<file path="config.mk">
export PLATFORM = sky130hd
export DESIGN_NAME = iir_top
export DESIGN_NICKNAME = d
export VERILOG_FILES = /design/src/verilog/iir_pkg.sv /design/src/verilog/iir_section_if.sv /design/src/verilog/iir_sample_buffer.sv /design/src/verilog/iir_wb_regs.sv /design/src/verilog/iir_frame_sequencer.sv /design/src/verilog/iir_feedforward.sv /design/src/verilog/iir_feedback.sv /design/src/verilog/iir_combiner.sv /design/src/verilog/iir_top.sv
export SDC_FILE = /design/constraint.sdc
export NUM_CORES = 2
export LEC_CHECK = 0
export BUFFER_PORTS_ARGS = -buffer_cell sky130_fd_sc_hd__clkbuf_2
export CORE_ASPECT_RATIO = 0.9
export CORE_MARGIN = 1.5
export CORE_UTILIZATION = 50
export CTS_BUF_LIST = sky130_fd_sc_hd__clkbuf_8
export CTS_CLUSTER_SIZE = 10
export DETAILED_ROUTE_END_ITERATION = 7
export GPL_TIMING_DRIVEN = 0
export HOLD_SLACK_MARGIN = 0.02
export PLACE_DENSITY = 0.66
export SYNTH_ARGS = -nofsm -noshare
export SYNTH_HDL_FRONTEND = slang
export SYNTH_SLANG_ARGS = --single-unit
export TNS_END_PERCENT = 100
</file>
<file path="constraint.sdc">
create_clock -name wb_clk_i -period 11.2 [get_ports wb_clk_i]
set_input_delay 2.24 -clock wb_clk_i [delete_from_list [all_inputs] [get_ports wb_clk_i]]
set_output_delay 2.24 -clock wb_clk_i [all_outputs]
set_load 0.005 [all_outputs]
</file>
<file path="src/verilog/iir_pkg.sv">
package iir_pkg;

   // Q1.15 samples, Q2.14 coefficients
   typedef logic signed [15:0] sample_t;
   typedef logic signed [33:0] acc_t;
   typedef logic signed [15:0] coef_t;

   // lowpass biquad, y[n] = b.x - a.y
   localparam coef_t IIR_B0 = 16'sd4096;
   localparam coef_t IIR_B1 = 16'sd8192;
   localparam coef_t IIR_B2 = 16'sd4096;
   localparam coef_t IIR_A1 = -16'sd11469;
   localparam coef_t IIR_A2 = 16'sd3277;

   localparam int IIR_COEF_FRAC = 14;

   // output clamp limits
   localparam acc_t IIR_SAMPLE_MAX = 34'sd32767;
   localparam acc_t IIR_SAMPLE_MIN = -34'sd32768;

   // frame geometry
   localparam int IIR_FRAME_LEN = 32;
   localparam int IIR_ADDR_W = 5;

   // cycles between input strobes
   localparam int IIR_SAMPLE_SPACING = 3;

   // word offsets, from wb_adr_i[5:2]
   localparam logic [3:0] IIR_REG_CTRL = 4'd0;
   localparam logic [3:0] IIR_REG_STATUS = 4'd1;
   localparam logic [3:0] IIR_REG_WADDR = 4'd2;
   localparam logic [3:0] IIR_REG_WDATA = 4'd3;
   localparam logic [3:0] IIR_REG_RADDR = 4'd4;
   localparam logic [3:0] IIR_REG_RDATA = 4'd5;
   localparam logic [3:0] IIR_REG_IRQ_EN = 4'd6;

endpackage

</file>
<file path="src/verilog/iir_section_if.sv">
interface iir_section_if;

   logic              clr;
   logic              x_stb;
   iir_pkg::sample_t  x;
   iir_pkg::acc_t     ff_sum;
   iir_pkg::acc_t     fb_sum;
   logic              sum_stb;
   logic              y_stb;
   iir_pkg::sample_t  y;

   // frame sequencer
   modport seq (output clr, output x_stb, output x, input y_stb, input y);

   // input history side
   modport ff (input clr, input x_stb, input x, output ff_sum, output sum_stb);

   // output history side
   modport fb (input clr, input sum_stb, input y_stb, input y, output fb_sum);

   // sum, round, clamp
   modport comb (input ff_sum, input fb_sum, input sum_stb, output y_stb, output y);

endinterface

</file>
<file path="src/verilog/iir_sample_buffer.sv">
module iir_sample_buffer #(
   parameter type sample_type = iir_pkg::sample_t
) (
   input  logic                            wb_clk_i,
   input  logic                            we_i,
   input  logic [iir_pkg::IIR_ADDR_W-1:0]  waddr_i,
   input  sample_type                      wdata_i,
   input  logic [iir_pkg::IIR_ADDR_W-1:0]  raddr_i,
   output sample_type                      rdata_o
);

   sample_type mem [iir_pkg::IIR_FRAME_LEN];

   always_ff @(posedge wb_clk_i) begin
      if (we_i) begin
         mem[waddr_i] <= wdata_i;
      end
   end

   // one cycle read latency
   always_ff @(posedge wb_clk_i) begin
      rdata_o <= mem[raddr_i];
   end

endmodule

</file>
<file path="src/verilog/iir_wb_regs.sv">
module iir_wb_regs (
   input  logic                            wb_clk_i,
   input  logic                            wb_rst_i,
   input  logic [31:0]                     wb_adr_i,
   input  logic [31:0]                     wb_dat_i,
   input  logic [3:0]                      wb_sel_i,
   input  logic                            wb_we_i,
   input  logic                            wb_stb_i,
   input  logic                            wb_cyc_i,
   output logic [31:0]                     wb_dat_o,
   output logic                            wb_ack_o,
   output logic                            wb_err_o,
   input  logic                            busy_i,
   input  logic                            done_i,
   input  iir_pkg::sample_t                rdata_i,
   output logic                            start_o,
   output logic                            in_we_o,
   output logic [iir_pkg::IIR_ADDR_W-1:0]  in_waddr_o,
   output iir_pkg::sample_t                in_wdata_o,
   output logic [iir_pkg::IIR_ADDR_W-1:0]  out_raddr_o,
   output logic                            int_o
);

   logic [3:0]                      offset;
   logic                            new_req;
   logic                            mapped;
   logic                            wr_en;
   logic [31:0]                     rd_mux;
   logic [iir_pkg::IIR_ADDR_W-1:0]  waddr_q;
   logic [iir_pkg::IIR_ADDR_W-1:0]  raddr_q;
   logic                            irq_en_q;

   assign offset = wb_adr_i[5:2];
   // a strobe held through its ack is not a second request
   assign new_req = wb_cyc_i & wb_stb_i & ~wb_ack_o & ~wb_err_o;
   assign mapped = offset <= iir_pkg::IIR_REG_IRQ_EN;
   // all writes are full word, wb_sel_i plays no part
   assign wr_en = new_req & mapped & wb_we_i;

   // input buffer is written on the same edge as the request
   assign in_we_o = wr_en && (offset == iir_pkg::IIR_REG_WDATA);
   assign in_waddr_o = waddr_q;
   assign in_wdata_o = wb_dat_i[15:0];
   assign out_raddr_o = raddr_q;
   assign int_o = done_i & irq_en_q;

   always_ff @(posedge wb_clk_i) begin
      if (wb_rst_i) begin
         wb_ack_o <= 1'b0;
         wb_err_o <= 1'b0;
         start_o <= 1'b0;
         waddr_q <= '0;
         raddr_q <= '0;
         irq_en_q <= 1'b0;
      end else begin
         wb_ack_o <= new_req & mapped;
         wb_err_o <= new_req & ~mapped;
         start_o <= wr_en && (offset == iir_pkg::IIR_REG_CTRL) && wb_dat_i[0];
         if (wr_en) begin
            case (offset)
               iir_pkg::IIR_REG_WADDR: waddr_q <= wb_dat_i[iir_pkg::IIR_ADDR_W-1:0];
               // auto increment for frame loads
               iir_pkg::IIR_REG_WDATA: waddr_q <= waddr_q + 1'b1;
               iir_pkg::IIR_REG_RADDR: raddr_q <= wb_dat_i[iir_pkg::IIR_ADDR_W-1:0];
               iir_pkg::IIR_REG_IRQ_EN: irq_en_q <= wb_dat_i[0];
               default: ;
            endcase
         end
      end
   end

   always_comb begin
      case (offset)
         iir_pkg::IIR_REG_STATUS: rd_mux = {30'b0, done_i, busy_i};
         iir_pkg::IIR_REG_WADDR: rd_mux = {27'b0, waddr_q};
         iir_pkg::IIR_REG_RADDR: rd_mux = {27'b0, raddr_q};
         iir_pkg::IIR_REG_RDATA: rd_mux = {{16{rdata_i[15]}}, rdata_i};
         iir_pkg::IIR_REG_IRQ_EN: rd_mux = {31'b0, irq_en_q};
         default: rd_mux = 32'b0;
      endcase
   end

   // sampled with the request, presented with the ack
   always_ff @(posedge wb_clk_i) begin
      if (new_req) begin
         wb_dat_o <= rd_mux;
      end
   end

endmodule

</file>
<file path="src/verilog/iir_frame_sequencer.sv">
module iir_frame_sequencer (
   input  logic                            wb_clk_i,
   input  logic                            wb_rst_i,
   input  logic                            start_i,
   output logic                            busy_o,
   output logic                            done_o,
   output logic [iir_pkg::IIR_ADDR_W-1:0]  in_raddr_o,
   input  iir_pkg::sample_t                in_rdata_i,
   output logic                            out_we_o,
   output logic [iir_pkg::IIR_ADDR_W-1:0]  out_waddr_o,
   output iir_pkg::sample_t                out_wdata_o,
   iir_section_if.seq                      sec
);

   logic                                          go;
   logic                                          issue;
   logic                                          rd_pend;
   logic [iir_pkg::IIR_ADDR_W:0]                  issue_cnt;
   logic [$clog2(iir_pkg::IIR_SAMPLE_SPACING)-1:0] space_cnt;
   logic [iir_pkg::IIR_ADDR_W:0]                  out_cnt;

   // start is dropped while a frame runs
   assign go = start_i & ~busy_o;
   assign sec.clr = go;

   assign issue = busy_o && (space_cnt == '0) && (issue_cnt < iir_pkg::IIR_FRAME_LEN);
   assign in_raddr_o = issue_cnt[iir_pkg::IIR_ADDR_W-1:0];

   // buffer data lands one cycle after the read
   assign sec.x_stb = rd_pend;
   assign sec.x = in_rdata_i;

   assign out_we_o = sec.y_stb;
   assign out_waddr_o = out_cnt[iir_pkg::IIR_ADDR_W-1:0];
   assign out_wdata_o = sec.y;

   always_ff @(posedge wb_clk_i) begin
      if (wb_rst_i) begin
         busy_o <= 1'b0;
         done_o <= 1'b0;
         rd_pend <= 1'b0;
         issue_cnt <= '0;
         space_cnt <= '0;
         out_cnt <= '0;
      end else begin
         rd_pend <= issue;
         if (go) begin
            busy_o <= 1'b1;
            done_o <= 1'b0;
            issue_cnt <= '0;
            space_cnt <= '0;
            out_cnt <= '0;
         end else begin
            if (issue) begin
               issue_cnt <= issue_cnt + 1'b1;
               space_cnt <= $bits(space_cnt)'(iir_pkg::IIR_SAMPLE_SPACING - 1);
            end else if (space_cnt != '0) begin
               space_cnt <= space_cnt - 1'b1;
            end
            if (sec.y_stb) begin
               out_cnt <= out_cnt + 1'b1;
               // last result written, frame complete
               if (out_cnt == iir_pkg::IIR_FRAME_LEN - 1) begin
                  busy_o <= 1'b0;
                  done_o <= 1'b1;
               end
            end
         end
      end
   end

endmodule

</file>
<file path="src/verilog/iir_feedforward.sv">
module iir_feedforward (
   input  logic      wb_clk_i,
   input  logic      wb_rst_i,
   iir_section_if.ff sec
);

   iir_pkg::sample_t x1;
   iir_pkg::sample_t x2;

   always_ff @(posedge wb_clk_i) begin
      if (wb_rst_i) begin
         sec.sum_stb <= 1'b0;
      end else begin
         sec.sum_stb <= sec.x_stb;
      end
   end

   // taps and partial sum
   always_ff @(posedge wb_clk_i) begin
      if (sec.clr) begin
         x1 <= '0;
         x2 <= '0;
      end else if (sec.x_stb) begin
         sec.ff_sum <= iir_pkg::IIR_B0 * sec.x
                     + iir_pkg::IIR_B1 * x1
                     + iir_pkg::IIR_B2 * x2;
         x1 <= sec.x;
         x2 <= x1;
      end
   end

endmodule

</file>
<file path="src/verilog/iir_feedback.sv">
module iir_feedback (
   input  logic      wb_clk_i,
   input  logic      wb_rst_i,
   iir_section_if.fb sec
);

   iir_pkg::sample_t y1;
   iir_pkg::sample_t y2;
   logic             pend;

   always_ff @(posedge wb_clk_i) begin
      if (sec.clr) begin
         y1 <= '0;
         y2 <= '0;
      end else if (sec.y_stb) begin
         y1 <= sec.y;
         y2 <= y1;
      end
   end

   // history moved, sum owed
   always_ff @(posedge wb_clk_i) begin
      if (wb_rst_i) begin
         pend <= 1'b0;
      end else if (sec.clr || sec.y_stb) begin
         pend <= 1'b1;
      end else if (!sec.sum_stb) begin
         pend <= 1'b0;
      end
   end

   // held still while the combiner samples it
   always_ff @(posedge wb_clk_i) begin
      if (pend && !sec.sum_stb) begin
         sec.fb_sum <= -(iir_pkg::IIR_A1 * y1) - (iir_pkg::IIR_A2 * y2);
      end
   end

endmodule

</file>
<file path="src/verilog/iir_combiner.sv">
module iir_combiner (
   input  logic        wb_clk_i,
   input  logic        wb_rst_i,
   iir_section_if.comb sec
);

   iir_pkg::acc_t    total;
   iir_pkg::acc_t    scaled;
   iir_pkg::sample_t clamped;

   always_comb begin
      // round half up before dropping the coefficient fraction
      total = sec.ff_sum + sec.fb_sum + iir_pkg::acc_t'(2 ** (iir_pkg::IIR_COEF_FRAC - 1));
      scaled = total >>> iir_pkg::IIR_COEF_FRAC;
      if (scaled > iir_pkg::IIR_SAMPLE_MAX) begin
         clamped = 16'sh7fff;
      end else if (scaled < iir_pkg::IIR_SAMPLE_MIN) begin
         clamped = 16'sh8000;
      end else begin
         clamped = iir_pkg::sample_t'(scaled);
      end
   end

   always_ff @(posedge wb_clk_i) begin
      if (wb_rst_i) begin
         sec.y_stb <= 1'b0;
      end else begin
         sec.y_stb <= sec.sum_stb;
      end
   end

   always_ff @(posedge wb_clk_i) begin
      if (sec.sum_stb) begin
         sec.y <= clamped;
      end
   end

endmodule

</file>
<file path="src/verilog/iir_top.sv">
module iir_top (
   input  logic        wb_clk_i,
   input  logic        wb_rst_i,
   input  logic [31:0] wb_adr_i,
   input  logic [31:0] wb_dat_i,
   input  logic [3:0]  wb_sel_i,
   input  logic        wb_we_i,
   input  logic        wb_stb_i,
   input  logic        wb_cyc_i,
   output logic [31:0] wb_dat_o,
   output logic        wb_ack_o,
   output logic        wb_err_o,
   output logic        int_o
);

   logic                            start;
   logic                            busy;
   logic                            done;
   logic                            in_we;
   logic [iir_pkg::IIR_ADDR_W-1:0]  in_waddr;
   iir_pkg::sample_t                in_wdata;
   logic [iir_pkg::IIR_ADDR_W-1:0]  in_raddr;
   iir_pkg::sample_t                in_rdata;
   logic                            out_we;
   logic [iir_pkg::IIR_ADDR_W-1:0]  out_waddr;
   iir_pkg::sample_t                out_wdata;
   logic [iir_pkg::IIR_ADDR_W-1:0]  out_raddr;
   iir_pkg::sample_t                out_rdata;

   iir_section_if sec ();

   iir_wb_regs u_regs (
      .wb_clk_i    (wb_clk_i),
      .wb_rst_i    (wb_rst_i),
      .wb_adr_i    (wb_adr_i),
      .wb_dat_i    (wb_dat_i),
      .wb_sel_i    (wb_sel_i),
      .wb_we_i     (wb_we_i),
      .wb_stb_i    (wb_stb_i),
      .wb_cyc_i    (wb_cyc_i),
      .wb_dat_o    (wb_dat_o),
      .wb_ack_o    (wb_ack_o),
      .wb_err_o    (wb_err_o),
      .busy_i      (busy),
      .done_i      (done),
      .rdata_i     (out_rdata),
      .start_o     (start),
      .in_we_o     (in_we),
      .in_waddr_o  (in_waddr),
      .in_wdata_o  (in_wdata),
      .out_raddr_o (out_raddr),
      .int_o       (int_o)
   );

   // frame in, written from the bus
   iir_sample_buffer #(.sample_type(iir_pkg::sample_t)) u_in_buf (
      .wb_clk_i (wb_clk_i),
      .we_i     (in_we),
      .waddr_i  (in_waddr),
      .wdata_i  (in_wdata),
      .raddr_i  (in_raddr),
      .rdata_o  (in_rdata)
   );

   // results out, read from the bus
   iir_sample_buffer #(.sample_type(iir_pkg::sample_t)) u_out_buf (
      .wb_clk_i (wb_clk_i),
      .we_i     (out_we),
      .waddr_i  (out_waddr),
      .wdata_i  (out_wdata),
      .raddr_i  (out_raddr),
      .rdata_o  (out_rdata)
   );

   iir_frame_sequencer u_seq (
      .wb_clk_i    (wb_clk_i),
      .wb_rst_i    (wb_rst_i),
      .start_i     (start),
      .busy_o      (busy),
      .done_o      (done),
      .in_raddr_o  (in_raddr),
      .in_rdata_i  (in_rdata),
      .out_we_o    (out_we),
      .out_waddr_o (out_waddr),
      .out_wdata_o (out_wdata),
      .sec         (sec)
   );

   iir_feedforward u_ff (
      .wb_clk_i (wb_clk_i),
      .wb_rst_i (wb_rst_i),
      .sec      (sec)
   );

   iir_feedback u_fb (
      .wb_clk_i (wb_clk_i),
      .wb_rst_i (wb_rst_i),
      .sec      (sec)
   );

   iir_combiner u_comb (
      .wb_clk_i (wb_clk_i),
      .wb_rst_i (wb_rst_i),
      .sec      (sec)
   );

endmodule

</file>
# [Yosys cells after proc, flatten, opt, wreduce, memory -nomap -nowiden]
# Memory sizes are Yosys's and may differ from the RTL's. A register that Yosys moved wholly into a read port is not among the register bits.
# Cells that the tools add are included.
[totals] out_inout_bits=35 ram_bits=1024 word_cells=100 memories=2 regBits=214
[classes] bitwise_logic=13 multipliers=2 mux=14 n_lt_le_gt_ge=4 n_addsub=10 n_eq_ne=8 reduce_logical=23
[mem_list] memory="u_in_buf.mem" depth=32 width=16 rd=1 rd_ports_with_merged_regs=1 wr=1 line_no="iir_sample_buffer.sv:12" rtl="sample_type mem [iir_pkg::IIR_FRAME_LEN];"
[mem_list] memory="u_out_buf.mem" depth=32 width=16 rd=1 rd_ports_with_merged_regs=1 wr=1 line_no="iir_sample_buffer.sv:12"
[ops] op="$pmux W32 S5" count=1
[ops] op="$add A34 B15 Y34 const B" count=1
[ops] op="$add A34 B34 Y34" count=1
[ops] op="$neg A34 Y34" count=1
[ops] op="$sub A34 B34 Y34" count=1
[ops] op="$add A30 B28 Y31" count=1
[ops] op="$mul A15 B16 Y31 const A" count=1
[ops] op="$add A28 B29 Y30" count=1
[ops] op="$mul A13 B16 Y29 const A" count=1
[ops] op="$gt A20 B16 Y1 const B" count=1
[ops] op="$lt A20 B16 Y1 const B" count=1
[ops] op="$mux W16" count=1
[ops] op="$add A6 B1 Y6 const B" count=2
[ops] op="$eq A4 B3 Y1 const B" count=3
[ops] op="$reduce_and A2 Y1" count=6
[ops] op="$pmux W5 S2" count=1
[ops] op="$reduce_bool A2 Y1" count=5
[ops] op="$mux W1" count=9
[ops] op="$and A1 B1 Y1" count=8
[ops] op="$eq A4 B2 Y1 const B" count=2
[ops] op="$eq A6 B5 Y1 const B" count=1
[ops] op="$logic_and A1 B1 Y1" count=6
[ops] op="$lt A6 B6 Y1 const B" count=1
[ops] op="$add A5 B1 Y5 const B" count=1
[ops] op="other kinds (12)" count=17

# [Logic depth before layout (Yosys ltp)]
[depth] ltp_word=8 mapped_depth=31 depth_no_buf=30

# [Modules after synthesis]
# A second synthesis with hierarchy kept.
[unflattened] cells_unflattened=4369 area_unflattened_um2=62012.0
[modules_own_cells] mod="iir_sample_buffer" cells_each=1143 instances=2 area_per_inst_um2=20535.9 seq_area_each_um2=15695.1
[modules_own_cells] mod="iir_feedback" cells_each=1196 instances=1 area_per_inst_um2=12294.3 seq_area_each_um2=1681.6
[modules_own_cells] mod="iir_feedforward" cells_each=294 instances=1 area_per_inst_um2=3171.8 seq_area_each_um2=1231.2
[modules_own_cells] mod="iir_combiner" cells_each=313 instances=1 area_per_inst_um2=2716.4 seq_area_each_um2=500.5
[modules_own_cells] mod="iir_wb_regs" cells_each=165 instances=1 area_per_inst_um2=1730.4 seq_area_each_um2=760.7
[modules_own_cells] mod="iir_frame_sequencer" cells_each=115 instances=1 area_per_inst_um2=1027.2 seq_area_each_um2=340.3

# [Worst setup path before layout]
# OpenSTA, ideal clock, no wires.
[synth_timing] kind="reg-to-reg" from="register u_fb.y1[15]" to="register u_fb.sec.fb_sum[31] (data pin)" synth_period_minus_slack_ns=7.275 n_path_buf=1 setup_time_ns=0.262 slack_ns=3.925 arrival_time_ns=7.013 stages_incl_launch_ff=27 path_cell_list="dfxtp_1 ha_1 fa_1 inv_1 fa_1 fa_1 fa_1 fa_1 ha_1 clkbuf_1 a21oi_1 o21ai_1 a2111oi_0 a21oi_1 o41ai_1 o22ai_1 or2_2 xnor2_1 ha_1 ha_1 a21o_1 a21o_1 a21oi_1 o21bai_1 a21oi_1 mux2i_1 nand3_1"
[synth_via] elab_chain_cells=3
[synth_lines] item="start, declared" line_no="iir_feedback.sv:7" rtl="iir_pkg::sample_t y1;"
[synth_lines] item="start signal, assigned" line_no="iir_feedback.sv:16" rtl="y1 <= sec.y;"
[synth_lines] item="$mul A15 B16 Y31" line_no="iir_feedback.sv:35" rtl="sec.fb_sum <= -(iir_pkg::IIR_A1 * y1) - (iir_pkg::IIR_A2 * y2);"
[synth_lines] item="$neg A34 Y34" line_no="iir_feedback.sv:35"
[synth_lines] item="$sub A34 B34 Y34" line_no="iir_feedback.sv:35"
[synth_lines] item="end signal, assigned" line_no="iir_feedback.sv:35"
[synth_lines] item="end, declared" line_no="iir_section_if.sv:19" rtl="modport fb (input clr, input sum_stb, input y_stb, input y, output fb_sum);"
# Every way passes these cells.
# A chain may end at the register's enable or synchronous reset.

# [Worst setup path after layout]
[layout_timing] from="register u_fb.y1[10]" to="register u_fb.sec.fb_sum[26] (data pin)"
# The elaborated chain is that of the path after synthesis.

==> results.ini <==
[setup_path]
cpMaxStageDelayCell = o31ai_1
cp.required_ps = 11770
cp-start-kind = flip-flop
reg2reg_slack_ps = 2200
reg2regPathDepth = 27
path_common_cell = ha_1
critPathMaxFanout = 8
r2r_start = u_fb.y1[10]
critical_path_class = reg2reg
critPathBufInv = 4
cpPeakStageDelay_ps = 840
cpLargestDelayFamily = adder cells
worst_ep_arrival_time_ps = 9570
end_kind = flip-flop
r2r_end = u_fb.sec.fb_sum[26]

[clocking]
clkSinkCount = 1227
path_clk_slew_ps = 70
hold_buffers = 0
clock_path_buffers = 3
h-tree-depth = 4
cts_resized = 0
cts_buffers = 189
post_cts_buffers = 0
clkLatencyLatePin_ps = 850
root_buffer = clkbuf_8
cts_tree = yes

[routing]
wire_per_inst_um = 23.85
drtIter0Drc = 3531
routed_via_density = 5.728
route.detailed.drc = 0
finalWirelength_um = 135600
vias = 32580
drt_pre_antenna_iters = 5
ant_nets = 0

[timing]
tns_ps = 0
relSlewSlack_pct = 7.587
setup_violations = 0
tightest_slew_ps = 1386
fin_hold_ws_ps = 493.9
drv_slew = 0
fin_crit_sh_pct = 80.37
fin_crit_ps = 9002
rsz0062_at_grt = false
final_hold_viol_count = 0
fmax_ghz = 0.1111
worst_clock_skew_ps = 42.92

[synthesis]
ys_warn_count = 0
syn_area_um2 = 58990
synth_nets = 4196
synth_top_area_cell = edfxtp_1
synthArstFlopShare_pct = 0
synth_edf_count = 1097
ys_seq_area_share_pct = 60.25
synth_flop_cell = edfxtp_1
synthTopCellsByArea = edfxtp_1 56%, mux4_2 12%, ha_1 6.9%
synth_cell_types = 84
syn_inst = 3640
synth.top_cell.area_share_pct = 55.84
synth_seq_cells = 1227
synth_area_per_cell_um2 = 16.21

[finish]
n_fill_cell = 9245
regArea_um2 = 35540
syn_to_final_growth_pct = 12.23
mostFrequentLayoutCells = 1097 x edfxtp_1, 407 x inv_1, 324 x ha_1
layout.nets = 4512
multi_input_area_um2 = 21800
final_cells = 5688
drive_gt1_share_pct = 19.81
final_common_cell = edfxtp_1

[floorplan]
core_area_um2 = 117000
die_height_um = 328.9
num_rows = 119
dieArea_um2 = 120100
initial_utilization_pct = 50.41
die_x_um = 365.1
io_pins = 108

[power_and_ir_drop]
clkPwrFrac_pct = 35.3
p_leak_nw = 23.71
peakVddDrop_mv = 0.1239
switchingPower_mw = 2.468
power_frac_comb_pct = 13.1
swShare_pct = 25.26
power_density_nw_per_um2 = 147.6
p_seq_share_pct = 51.6
p_int_mw = 7.304

[worst_hold_path]
hold_class = reg2reg
min_to = u_ff.x2[0]
hold_path_startpoint = u_ff.x2[0]
hold_depth = 2

[placed_design]
gp_congestion = 0.8281
place_hpwl_um = 96910
placedCellCount = 5331
port-buffer-count = 58

[job]
max-cap-violations = 0

[grt]
grt_overflow = 0
grt_max_degree = 37
gr-usage-all-layers_pct = 23.17
grt_pass1_vias = 32620
grt_pass1_wl_um = 204600
antenna_found_initial = 12

[run_status]
outcome = finished, final reports clean

[tightest hold or removal path: cells and delay by family, from the launching register on]
kind	cells	cell delay, ps
simple gates	1	70
mux	1	70
flops	1	320
[layer usage]
layer  vias to the layer above  global-route usage, %  part of all wire [%]
li1                      14540                      -                     -
met1                     16650                  34.73                    45
met2                      1207                  34.58                    45
met3                       185                  4.955                   8.1
met4                         2                  5.990                   2.0
met5                         -                      0                 0.015
[state kept, by name (all words and copies together) (netlist names), 6 cells and up]
| name | cells |
|---|---|
| u_ff.x1 | 16 |
| u_out_buf.rdata_o | 16 |
| u_regs.wb_dat_o | 16 |
| u_in_buf.mem | 512 |
| u_out_buf.mem | 512 |
| u_comb.sec.y | 16 |
| u_ff.x2 | 16 |
| u_fb.sec.fb_sum | 22 |
| u_fb.y2 | 16 |
| u_seq.out_cnt | 6 |
| u_seq.issue_cnt | 6 |
| u_fb.y1 | 16 |
| u_ff.sec.ff_sum | 19 |
| u_in_buf.rdata_o | 16 |
[Yosys cell counts, types with 6 or more instances]
cell type  count
o21ai_1       11
nor2_1       211
nor2b_1       25
mux2_2        36
o21a_1        18
buf_4         16
or2_2          6
o21bai_1       9
nor3_1        49
nor3b_1        6
a31oi_1        8
nand4_1        8
a211oi_1      15
and4_1         7
edfxtp_1    1097
xnor2_1       69
or3_1         10
buf_1         35
nand3_1       49
a21oi_1      104
and3_1        21
mux4_2       320
and2_1        18
o211ai_1       8
nand3b_1       7
ha_1         324
inv_1        326
clkbuf_1      91
xor2_1        50
mux2i_1       76
nand2b_1      17
fa_1         159
nand2_1       99
o21ai_0       71
a21o_1        33
dfxtp_1      130
[through the flow]
stage	power [mW]	cell area (µm²)	util, %	setup WS [ps]
after detailed placement	6.412	62470	53.38	2158
after global routing	10.24	66210	56.58	1574
after global placement	6.392	61250	52.34	2200
after CTS	9.856	66010	56.40	2146
after floorplan	6.115	58990	-	3925
final	9.772	66210	56.58	2198
[power groups by stage]
stage / combinational (mW) / sequential [mW] / clock, mW
floorplan: 0.985 / 5.13 / 0
global placement: 1.26 / 5.14 / 0
detailed placement: 1.28 / 5.14 / 0
CTS: 1.29 / 5.04 / 3.53
global route: 1.47 / 5.04 / 3.72
finish: 1.28 / 5.04 / 3.45
[layout make-up]
class | count | area share (%)
repair buffers | 125 | 2.294
flip-flops and latches | 1227 | 53.68
multi-input cells | 1942 | 32.92
clock inverters | 141 | 1.024
clock buffers | 208 | 4.324
well taps | 1573 | 2.973
diodes | 1 | 0.003780
plain buffers | 145 | 0.9279
inverters | 326 | 1.848
[worst max path at each step]
stage | start | to | slack (ps) | cells past startpoint
finish | u_fb.y1[10] | u_fb.sec.fb_sum[26] | 2200 | 27
global route | u_fb.y1[13] | u_fb.sec.fb_sum[26] | 1570 | 26
CTS | u_fb.y1[10] | u_fb.sec.fb_sum[26] | 2150 | 27
detailed placement | u_fb.y1[10] | u_fb.sec.fb_sum[26] | 2160 | 27
global placement | u_fb.y1[10] | u_fb.sec.fb_sum[26] | 2200 | 27
floorplan | u_fb.y1[15] | u_fb.sec.fb_sum[31] | 3920 | 26
[cells by family (layout without fill, tap and decap cells)]
logic type | Yosys count | after routing | synth area share (%)
AOI/OAI and AO/OA | 357 | 357 | 3.956
xor gates and xnor gates | 119 | 119 | 1.767
adders and majority gates | 484 | 484 | 12.28
buffers and inverters | 471 | 945 | 3.116
DFF | 1227 | 1227 | 60.25
muxes | 432 | 432 | 14.19
other | 0 | 1 | 0
and+or+nand+nor | 550 | 550 | 4.433
(Power assumes the default switching activity.)
